[config.mk]
export PLATFORM = sky130hd
export DESIGN_NAME = ctrl_core
export DESIGN_NICKNAME = d
export VERILOG_FILES = /design/src/ctrl_pkg.sv /design/src/settings_bus.sv /design/src/setting_regs.sv /design/src/readback_mux.sv /design/src/ctrl_core.sv
export SDC_FILE = /design/constraint.sdc
export NUM_CORES = 1
export LEC_CHECK = 0
export BUFFER_PORTS_ARGS = -buffer_cell sky130_fd_sc_hd__buf_2
export CAP_MARGIN = 25
export CELL_PAD_IN_SITES_DETAIL_PLACEMENT = 2
export CELL_PAD_IN_SITES_GLOBAL_PLACEMENT = 2
export CORE_ASPECT_RATIO = 0.9
export CORE_UTILIZATION = 35
export CTS_BUF_LIST = sky130_fd_sc_hd__clkbuf_16
export DETAILED_ROUTE_END_ITERATION = 12
export PLACE_DENSITY = 0.77
export SLEW_MARGIN = 0
export SYNTH_ARGS = -nofsm -noshare
export SYNTH_HDL_FRONTEND = slang
export SYNTH_HIERARCHICAL = 1
export SYNTH_SLANG_ARGS = --single-unit
[constraint.sdc]
create_clock -name wb_clk -period 4.5 [get_ports wb_clk]
set_input_delay 0.9 -clock wb_clk [delete_from_list [all_inputs] [get_ports wb_clk]]
set_output_delay 0.9 -clock wb_clk [all_outputs]
set_load 0.1 [all_outputs]
[src/ctrl_pkg.sv]
////////////////////////////////////////
// Shared types and constants for the control core
// Bus request, settings write and register set structs
////////////////////////////////////////

package ctrl_pkg;

   ////////////////////////////////////////
   // Widths
   localparam int DATA_W     = 32;
   localparam int ADDR_W     = 8;
   // Settings address is the low part of the bus address
   localparam int SET_ADDR_W = 6;
   localparam int RB_SEL_W   = 4;
   localparam int LED_W      = 8;

   // LED bits 1..4 follow hardware status out of reset
   localparam logic [LED_W-1:0] LED_SRC_AT_RESET = 8'h1E;

   // Readback index with no word behind it, reads zero
   localparam logic [RB_SEL_W-1:0] RB_NONE = 4'hF;

   ////////////////////////////////////////
   // Address map
   // Region from the top two bus address bits
   typedef enum logic [1:0] {
      REGION_SETTINGS = 2'b00,
      REGION_READBACK = 2'b01,
      REGION_RSVD2    = 2'b10,
      REGION_RSVD3    = 2'b11
   } bus_region_e;

   // Settings register addresses
   typedef enum logic [SET_ADDR_W-1:0] {
      SR_CLK     = 6'd0,
      SR_SER     = 6'd1,
      SR_ADC     = 6'd2,
      SR_LED_SW  = 6'd3,
      SR_PHY     = 6'd4,
      SR_LED_SRC = 6'd8
   } sr_addr_e;

   // Readback word indexes
   typedef enum logic [RB_SEL_W-1:0] {
      RB_CLK     = 4'd0,
      RB_SER     = 4'd1,
      RB_ADC     = 4'd2,
      RB_LED_SW  = 4'd3,
      RB_PHY     = 4'd4,
      RB_LED_SRC = 4'd5,
      RB_LEDS    = 4'd6,
      RB_CYCLES  = 4'd7
   } rb_word_e;

   ////////////////////////////////////////
   // Structs
   // Host request, 41 bits
   typedef struct packed {
      logic              we;
      logic [ADDR_W-1:0] addr;
      logic [DATA_W-1:0] data;
   } bus_req_t;

   // One settings write, 39 bits
   typedef struct packed {
      logic                  stb;
      logic [SET_ADDR_W-1:0] addr;
      logic [DATA_W-1:0]     data;
   } set_wr_t;

   // Register bank contents, 41 bits
   typedef struct packed {
      logic [7:0]       clk_reg;
      logic [7:0]       ser_reg;
      logic [7:0]       adc_reg;
      logic [LED_W-1:0] led_sw;
      logic             phy_reset;
      logic [LED_W-1:0] led_src;
   } ctrl_regs_t;

   // Hardware LED sources
   typedef struct packed {
      logic run_tx;
      logic run_rx;
      logic clk_status;
      logic serdes_link_up;
   } hw_status_t;

endpackage

[src/settings_bus.sv]
////////////////////////////////////////
// Host request slave of the control core
// Turns writes into settings strobes and reads into readback strobes
////////////////////////////////////////
`timescale 1ns/1ps

module settings_bus import ctrl_pkg::*; (
   input  logic                wb_clk,
   input  logic                wb_rst,
   // Host request port
   input  bus_req_t            req_i,
   input  logic                req_valid_i,
   output logic                req_ready_o,
   // Settings write strobe
   output set_wr_t             set_wr_o,
   // Readback request
   output logic                rb_rd_o,
   output logic [RB_SEL_W-1:0] rb_sel_o,
   input  logic                rb_done_i
);

   // One read outstanding at most
   typedef enum logic {
      ST_IDLE,
      ST_READ
   } rd_state_e;

   rd_state_e   state;
   bus_req_t    req_q;
   logic        req_vld_q;
   logic        rd_pend;
   logic        req_xfer;
   bus_region_e region;

   ////////////////////////////////////////
   // Request capture
   // Read waiting in the capture stage
   assign rd_pend     = req_vld_q & ~req_q.we;
   // Stall while a read is anywhere in flight
   assign req_ready_o = (state == ST_IDLE) & ~rd_pend;
   assign req_xfer    = req_valid_i & req_ready_o;

   always_ff @(posedge wb_clk) begin
      if (req_xfer) begin
         req_q <= req_i;
      end
      if (wb_rst) begin
         req_vld_q <= 1'b0;
      end else begin
         req_vld_q <= req_xfer;
      end
   end

   // Top address bits pick the region
   assign region = bus_region_e'(req_q.addr[ADDR_W-1 -: 2]);

   ////////////////////////////////////////
   // Settings write
   always_ff @(posedge wb_clk) begin
      set_wr_o.addr <= req_q.addr[SET_ADDR_W-1:0];
      set_wr_o.data <= req_q.data;
      // Writes outside the settings region are dropped here
      if (wb_rst) begin
         set_wr_o.stb <= 1'b0;
      end else begin
         set_wr_o.stb <= req_vld_q & req_q.we & (region == REGION_SETTINGS);
      end
   end

   ////////////////////////////////////////
   // Readback request and read FSM
   always_ff @(posedge wb_clk) begin
      // Non-readback regions land on an empty index
      if (rd_pend) begin
         rb_sel_o <= (region == REGION_READBACK) ? req_q.addr[RB_SEL_W-1:0] : RB_NONE;
      end
      if (wb_rst) begin
         rb_rd_o <= 1'b0;
         state   <= ST_IDLE;
      end else begin
         rb_rd_o <= rd_pend;
         case (state)
            ST_IDLE: if (rd_pend)   state <= ST_READ;
            ST_READ: if (rb_done_i) state <= ST_IDLE;
            default:                state <= ST_IDLE;
         endcase
      end
   end

   // Waiting on a response means no new read goes out
   a_no_rd_in_read: assert property (@(posedge wb_clk) disable iff (wb_rst)
      state == ST_READ |=> !rb_rd_o);

endmodule

[src/setting_regs.sv]
////////////////////////////////////////
// Settings register bank of the control core
// Drives clock, SERDES, ADC and PHY lines and picks each LED source
////////////////////////////////////////
`timescale 1ns/1ps

module setting_regs import ctrl_pkg::*; (
   input  logic             wb_clk,
   input  logic             wb_rst,
   // Settings strobe from the bus decoder
   input  set_wr_t          set_wr_i,
   // Hardware LED sources
   input  hw_status_t       hw_i,
   // Register contents for readback
   output ctrl_regs_t       regs_o,
   output logic [LED_W-1:0] leds_o,
   // Clock generator
   output logic             clock_ready_o,
   output logic [1:0]       clk_en_o,
   output logic [1:0]       clk_sel_o,
   // SERDES
   output logic             ser_enable_o,
   output logic             ser_prbsen_o,
   output logic             ser_loopen_o,
   output logic             ser_rx_en_o,
   // ADC
   output logic             adc_oe_a_o,
   output logic             adc_on_a_o,
   output logic             adc_oe_b_o,
   output logic             adc_on_b_o,
   // PHY
   output logic             phy_reset_n_o
);

   ctrl_regs_t       regs;
   logic [LED_W-1:0] led_hw;

   ////////////////////////////////////////
   // Register bank
   always_ff @(posedge wb_clk) begin
      if (wb_rst) begin
         // LED source comes up partly hardware driven
         regs <= '{led_src: LED_SRC_AT_RESET, default: '0};
      end else if (set_wr_i.stb) begin
         // Each register keeps the low data bits
         case (sr_addr_e'(set_wr_i.addr))
            SR_CLK:     regs.clk_reg   <= set_wr_i.data[7:0];
            SR_SER:     regs.ser_reg   <= set_wr_i.data[7:0];
            SR_ADC:     regs.adc_reg   <= set_wr_i.data[7:0];
            SR_LED_SW:  regs.led_sw    <= set_wr_i.data[LED_W-1:0];
            SR_PHY:     regs.phy_reset <= set_wr_i.data[0];
            SR_LED_SRC: regs.led_src   <= set_wr_i.data[LED_W-1:0];
            // Unused addresses change nothing
            default: ;
         endcase
      end
   end

   assign regs_o = regs;

   ////////////////////////////////////////
   // Control lines
   // Clock gen, low five bits
   assign {clock_ready_o, clk_en_o, clk_sel_o} = regs.clk_reg[4:0];

   // SERDES, low four bits
   assign {ser_enable_o, ser_prbsen_o, ser_loopen_o, ser_rx_en_o} = regs.ser_reg[3:0];

   // ADC, low four bits
   assign {adc_oe_a_o, adc_on_a_o, adc_oe_b_o, adc_on_b_o} = regs.adc_reg[3:0];

   // PHY pin is active low
   assign phy_reset_n_o = ~regs.phy_reset;

   ////////////////////////////////////////
   // LEDs
   // Hardware word sits on bits 4..1
   assign led_hw = {3'b000, hw_i.run_tx, hw_i.run_rx, hw_i.clk_status,
                    hw_i.serdes_link_up, 1'b0};

   // 1 in led_src picks hardware, 0 picks software
   assign leds_o = (regs.led_src & led_hw) | (~regs.led_src & regs.led_sw);

endmodule

[src/readback_mux.sv]
////////////////////////////////////////
// Readback word select for the control core
// Registers one word per read strobe and holds a cycle counter
////////////////////////////////////////
`timescale 1ns/1ps

module readback_mux import ctrl_pkg::*; (
   input  logic                wb_clk,
   input  logic                wb_rst,
   // Read strobe and word index
   input  logic                rd_i,
   input  logic [RB_SEL_W-1:0] sel_i,
   // Sources
   input  ctrl_regs_t          regs_i,
   input  logic [LED_W-1:0]    leds_i,
   // Response
   output logic                rsp_valid_o,
   output logic [DATA_W-1:0]   rsp_data_o
);

   logic [DATA_W-1:0] cycle_cnt;
   logic [DATA_W-1:0] rb_word;

   // Free running cycle counter
   always_ff @(posedge wb_clk) begin
      if (wb_rst) begin
         cycle_cnt <= '0;
      end else begin
         cycle_cnt <= cycle_cnt + 1'b1;
      end
   end

   ////////////////////////////////////////
   // Word select, all zero extended
   always_comb begin
      case (rb_word_e'(sel_i))
         RB_CLK:     rb_word = DATA_W'(regs_i.clk_reg);
         RB_SER:     rb_word = DATA_W'(regs_i.ser_reg);
         RB_ADC:     rb_word = DATA_W'(regs_i.adc_reg);
         RB_LED_SW:  rb_word = DATA_W'(regs_i.led_sw);
         RB_PHY:     rb_word = DATA_W'(regs_i.phy_reset);
         RB_LED_SRC: rb_word = DATA_W'(regs_i.led_src);
         RB_LEDS:    rb_word = DATA_W'(leds_i);
         RB_CYCLES:  rb_word = cycle_cnt;
         // Indexes 8..15 read zero
         default:    rb_word = '0;
      endcase
   end

   // Response register, one cycle after the strobe
   always_ff @(posedge wb_clk) begin
      if (rd_i) begin
         rsp_data_o <= rb_word;
      end
      if (wb_rst) begin
         rsp_valid_o <= 1'b0;
      end else begin
         rsp_valid_o <= rd_i;
      end
   end

   // Single cycle response pulse
   a_rsp_pulse: assert property (@(posedge wb_clk) disable iff (wb_rst)
      rsp_valid_o |=> !rsp_valid_o);

endmodule

[src/ctrl_core.sv]
////////////////////////////////////////
// Control and status core of the radio board
// Host request port in, board control lines and LEDs out
////////////////////////////////////////
`timescale 1ns/1ps

module ctrl_core import ctrl_pkg::*; (
   input  logic              wb_clk,
   input  logic              wb_rst,
   // Host port
   input  bus_req_t          req_i,
   input  logic              req_valid_i,
   output logic              req_ready_o,
   output logic              rsp_valid_o,
   output logic [DATA_W-1:0] rsp_data_o,
   // Status and LEDs
   input  hw_status_t        hw_i,
   output logic [LED_W-1:0]  leds_o,
   // Clock generator
   output logic              clock_ready_o,
   output logic [1:0]        clk_en_o,
   output logic [1:0]        clk_sel_o,
   // SERDES
   output logic              ser_enable_o,
   output logic              ser_prbsen_o,
   output logic              ser_loopen_o,
   output logic              ser_rx_en_o,
   // ADC
   output logic              adc_oe_a_o,
   output logic              adc_on_a_o,
   output logic              adc_oe_b_o,
   output logic              adc_on_b_o,
   // PHY
   output logic              phy_reset_n_o
);

   set_wr_t             set_wr;
   logic                rb_rd;
   logic [RB_SEL_W-1:0] rb_sel;
   ctrl_regs_t          regs;

   ////////////////////////////////////////
   // Request decode
   settings_bus u_settings_bus (
      .wb_clk      (wb_clk),
      .wb_rst      (wb_rst),
      .req_i       (req_i),
      .req_valid_i (req_valid_i),
      .req_ready_o (req_ready_o),
      .set_wr_o    (set_wr),
      .rb_rd_o     (rb_rd),
      .rb_sel_o    (rb_sel),
      // Response frees the read slot
      .rb_done_i   (rsp_valid_o)
   );

   // Register bank
   setting_regs u_setting_regs (
      .wb_clk        (wb_clk),
      .wb_rst        (wb_rst),
      .set_wr_i      (set_wr),
      .hw_i          (hw_i),
      .regs_o        (regs),
      .leds_o        (leds_o),
      .clock_ready_o (clock_ready_o),
      .clk_en_o      (clk_en_o),
      .clk_sel_o     (clk_sel_o),
      .ser_enable_o  (ser_enable_o),
      .ser_prbsen_o  (ser_prbsen_o),
      .ser_loopen_o  (ser_loopen_o),
      .ser_rx_en_o   (ser_rx_en_o),
      .adc_oe_a_o    (adc_oe_a_o),
      .adc_on_a_o    (adc_on_a_o),
      .adc_oe_b_o    (adc_oe_b_o),
      .adc_on_b_o    (adc_on_b_o),
      .phy_reset_n_o (phy_reset_n_o)
   );

   // Readback
   readback_mux u_readback_mux (
      .wb_clk      (wb_clk),
      .wb_rst      (wb_rst),
      .rd_i        (rb_rd),
      .sel_i       (rb_sel),
      .regs_i      (regs),
      .leds_i      (leds_o),
      .rsp_valid_o (rsp_valid_o),
      .rsp_data_o  (rsp_data_o)
   );

   // Read transfer to response is a fixed two cycle path
   a_rd_latency: assert property (@(posedge wb_clk) disable iff (wb_rst)
      req_valid_i && req_ready_o && !req_i.we |-> ##3 rsp_valid_o);

endmodule

# After elaboration in Yosys (flattened, before gate mapping)
# Index checks and enable logic that the tools add are counted.
classes:
  add_sub_neg: 1
  eq_ne: 13
  muxes: 4
  bitwise: 13
  reduce_logical: 9
op_table:
  columns: ["op", "count"]
  rows:
  - ["case mux 32 bit (8 select lines)", 1]
  - ["adder 32 x 1 -> 32 bit (second input constant)", 1]
  - ["equality test 4 x 3 -> 1 bit (second input constant)", 4]
  - ["equality test 6 x 2 -> 1 bit (second input constant)", 2]
  - ["AND reduction 2 bit", 6]
  - ["bitwise AND 8 x 5 -> 8 bit", 1]
  - ["bitwise AND 8 bit", 1]
  - ["equality test 4 x 2 -> 1 bit (second input constant)", 2]
  - ["inverter 8 bit", 1]
  - ["bitwise OR 8 bit", 1]
  - ["equality test 6 x 1 -> 1 bit (second input constant)", 1]
  - ["equality test 6 x 3 -> 1 bit (second input constant)", 1]
  - ["equality test 6 x 4 -> 1 bit (second input constant)", 1]
  - ["zero test 6 bit", 1]
  - ["bitwise AND 1 bit", 5]
  - ["equality test 4 x 1 -> 1 bit (second input constant)", 1]
  - ["zero test 4 bit", 1]
  - ["inverter 1 bit", 4]
  - ["equality test 2 x 1 -> 1 bit (second input constant)", 1]
  - ["zero test 2 bit", 1]
  - ["two-way mux 1 bit", 2]
  - ["case mux 1 bit (2 select lines)", 1]
totals:
  reg_bits: 145
  inputBits: 48
  word_cells: 59

# Longest topological paths before layout
logic_depth:
  word_depth: 5
  ltp_mapped: 7

# Hierarchy
# The synthesis kept the hierarchy.
modules_own_cells:
  columns: ["module", "n_inst", "cells_each", "area_per_inst_um2"]
  rows:
  - ["readback_mux", 1, 314, 3153.0]
  - ["settings_bus", 1, 102, 2312.2]
  - ["setting_regs", 1, 177, 1870.5]

# Worst setup path after synthesis
# OpenSTA, ideal clock, no wires.
synth_path:
  path_kind: "input port to flip-flop"
  startpoint: "input req_valid_i"
  endpoint: "register u_settings_bus.req_q, in the netlist u_settings_bus/region[0], enable pin"
  setup_ns: 0.499
  arrival_time_ns: 3.906
  required_ns: 4.001
  path_slack_ns: 0.095
  cell_stages: 1
  n_path_buf: 0
  cell_sequence: "nor3b_1"
synth_between:
  elab_chain_len: 1
synth_rtl:
  columns: ["item", "line_no", "source"]
  rows:
  - ["start: declaration", "ctrl_core.sv:12", "input logic req_valid_i,"]
  - ["bitwise AND 1 bit", "settings_bus.sv:41", "assign req_xfer = req_valid_i & req_ready_o;"]
  - ["end signal: assignment", "settings_bus.sv:45", "req_q <= req_i;"]
  - ["end: declaration", "settings_bus.sv:29", "bus_req_t req_q;"]
# Every way passes these cells.
# A chain may end at the register's enable or synchronous reset.

# Worst setup path after layout
layout_path:
  startpoint: "register u_readback_mux.cycle_cnt[0]"
  endpoint: "register u_readback_mux.cycle_cnt[28]"
layout_between:
  elab_chain_len: 1
layout_rtl:
  columns: ["item", "line_no", "source"]
  rows:
  - ["start: declaration", "readback_mux.sv:21", "logic [DATA_W-1:0] cycle_cnt;"]
  - ["start signal: assignment", "readback_mux.sv:29", "cycle_cnt <= cycle_cnt + 1'b1;"]
  - ["adder 32 x 1 -> 32 bit", "readback_mux.sv:29", null]
# Every way passes these cells.

==> results.md <==
* Core Area at 0.0170 mm²
* Die height at 128 µm
* Final nets at 657
* Largest net degree at the start of global routing at 36
* Post-DP HPWL at 11000 µm
* Layout cells sized above 1 at 0.224
* Worst hold path startpoint: u_settings_bus/req_q[4]
* Post-CTS setup buffer count at 0
* Die width at 142 µm
* DR iter-0 viols at 169
* Hold Crit Endpoint: u_settings_bus/set_wr_o[4]
* First-pass GRT wire length at 25900 µm
* # diodes at 0
* Critical Path RT at 4.85 ns
* Post-Syn Area at 0.00613 mm²
* Internal power at 0.00244 W
* Final WL at 16400 µm
* PwrDens at 429 mW/mm²
* Setup TNS at 0 ns
* # setup viols final at 0
* GRT Total Usage at 0.189
* Setup ws final at 1.86 ns
* Input/output buffers at 79
* Max Clock Freq at 378 MHz
* Area grow syn2layout at 19.2%
* Sw power at 0.000692 W
* WHS at 0.339 ns
* Post-detailed-route count of antenna-violating nets at 0
* CTS tree: done
* # rows at 45
* Tmin final at 2.64 ns
* Worst slew margin at 0.383
* Sw Ratio at 0.221
* Wire per inst at 19.1 µm
* RSZ-0062 raised after global routing: no
* Vias in the first global route at 4772
* Clock root cell: clkbuf_16
* Worst Setup Slack post-DPL at 1.94 ns
* Pleak at 2.83 nW
* Worst r2r src: u_readback_mux/cycle_cnt[0]
* Synth Instances at 545
* Critical path class: reg2reg
* Comb pwr share at 0.046
* Seq pwr share at 0.450
* Layout Skew at 0.00923 ns
* Crit share post-route at 0.587
* Post-synth net total at 594
* Pins over their slew limit at 0
* Initial antenna violation count at 0
* Run status: finished, final reports clean
* Mean Syn Cell Area at 11.3 µm²
* Gates resized, CTS repair at 0
* Worst Setup End Kind: register
* Worst r2r path cells at 5
* H-tree depth at 4
* Clk slew on worst S/H paths at 0.06 ns
* R2R setup slack at 1.86 ns
* Initial Utilization at 0.361
* Via count at 4335
* Clk_lat worst skew at 0.42 ns
* Clock share of power at 0.504
* HP Class: reg2reg
* Worst-case clock buffer depth at 2
* Crit path DAT at 2.99 ns
* Maxcap violations at 0
* Full die area at 0.0181 mm²
* 1st-pass router iterations at 4
* Vias/cell at 5.06
* Final hold viol count at 0
* Worst Setup Start Kind: register
* Syn. warnings at 6
* Crit path max fanout at 16
* Worst Hold Depth at 0
* DRC errors left at 0
* IO Count at 104
* CTS Buf Count at 17
* Grt ovf at 0
* Hold Buf Count CTS at 0
* Final Util at 0.430
* Max IR drop VDD at 278 µV
* R2R Path End: u_readback_mux/cycle_cnt[28]
* Placer Congestion at 0.745
* Sink Count at 145
* Least-Margin Pin Slew at 0.920 ns
## stage by stage
step	area, µm²	power, W	cells
after floorplan	6130	0.00154	545
after global placement	6650	0.00157	824
after detailed placement	6650	0.00158	824
after CTS	7310	0.00316	856
after global routing	7310	0.00322	856
final	7310	0.00313	856
## registers in the layout (all words and copies together), names as in the netlist
name and count:
u_readback_mux/cycle_cnt 32, u_readback_mux/rsp_data_o 32, u_readback_mux/rsp_valid_o 1, u_setting_regs/adc_oe_a_o 1, u_setting_regs/adc_oe_b_o 1, u_setting_regs/adc_on_a_o 1
u_setting_regs/adc_on_b_o 1, u_setting_regs/clk_en_o 2, u_setting_regs/clk_sel_o 2, u_setting_regs/clock_ready_o 1, u_setting_regs/regs_o 32, u_settings_bus/rb_rd_o 1
u_settings_bus/rb_sel_o 4, u_settings_bus/region 2, u_settings_bus/req_q 15, u_settings_bus/req_vld_q 1, u_settings_bus/set_wr_o 15, u_settings_bus/state 1
## power by group through the flow
| stage | Clock [W] | Sequential (W) | Combinational [W] |
|---|---|---|---|
| floorplan | 0 | 0.00146 | 0.0000722 |
| global placement | 0 | 0.00143 | 0.000139 |
| detailed placement | 0 | 0.00144 | 0.000144 |
| CTS | 0.00161 | 0.00141 | 0.000145 |
| global route | 0.00166 | 0.00141 | 0.000152 |
| finish | 0.00158 | 0.00141 | 0.000144 |
## critical path, stage by stage, from the launching register on
cell and delay, ns:
dfxtp_1 0.44, ha_1 0.27, nand4_2 0.21, or4_1 0.86
or4_1 0.62, a21oi_1 0.17
## final cells by class
| type | instances | area, µm² |
|---|---|---|
| clock buffers | 18 | 450 |
| clock inverters | 14 | 209 |
| fillers | 1785 | 9690 |
| inverters | 8 | 30.0 |
| multi-input cells | 350 | 2440 |
| flip-flops and latches | 145 | 3430 |
| well taps | 235 | 294 |
| repair buffers | 86 | 448 |
## worst max-delay path by stage
stage                                    to  cells after the start                         from
3_5_place_dp   u_readback_mux/cycle_cnt[28]                      5  u_readback_mux/cycle_cnt[0]
4_1_cts        u_readback_mux/cycle_cnt[28]                      5  u_readback_mux/cycle_cnt[0]
5_1_grt        u_readback_mux/cycle_cnt[28]                      5  u_readback_mux/cycle_cnt[0]
2_1_floorplan      u_settings_bus/region[0]                      1                  req_valid_i
6_report       u_readback_mux/cycle_cnt[28]                      5  u_readback_mux/cycle_cnt[0]
3_3_place_gp   u_readback_mux/cycle_cnt[30]                      5  u_readback_mux/cycle_cnt[0]
## metal layers
layer | GRT usage | part of all wire | routed length, µm | vias to the layer above
met2 | 0.320 | 0.49 | 7950 | 88
met1 | 0.238 | 0.47 | 7670 | 2164
li1 | - | - | - | 2068
met5 | 0 | 0 | 0 | -
met4 | 0.0639 | 0.012 | 194 | 0
met3 | 0.0435 | 0.033 | 540 | 15
## cells in the final DEF (no fill, tap or decap), drive strengths merged, types with 5 or more instances in the layout
cell type,n
a21oi,20
a31oi,5
and2,26
and3,5
and4,5
buf,86
bufinv,5
clkbuf,18
clkinv,6
dfxtp,92
edfxtp,53
inv,9
mux2,9
mux2i,50
nand2,15
nand2b,51
nand3,13
nand4,9
nor2,33
nor2b,12
nor3,9
nor3b,5
o21ai,13
o31ai,11
or3,7
or4,12
xnor2,9
(Power assumes the default switching activity.)
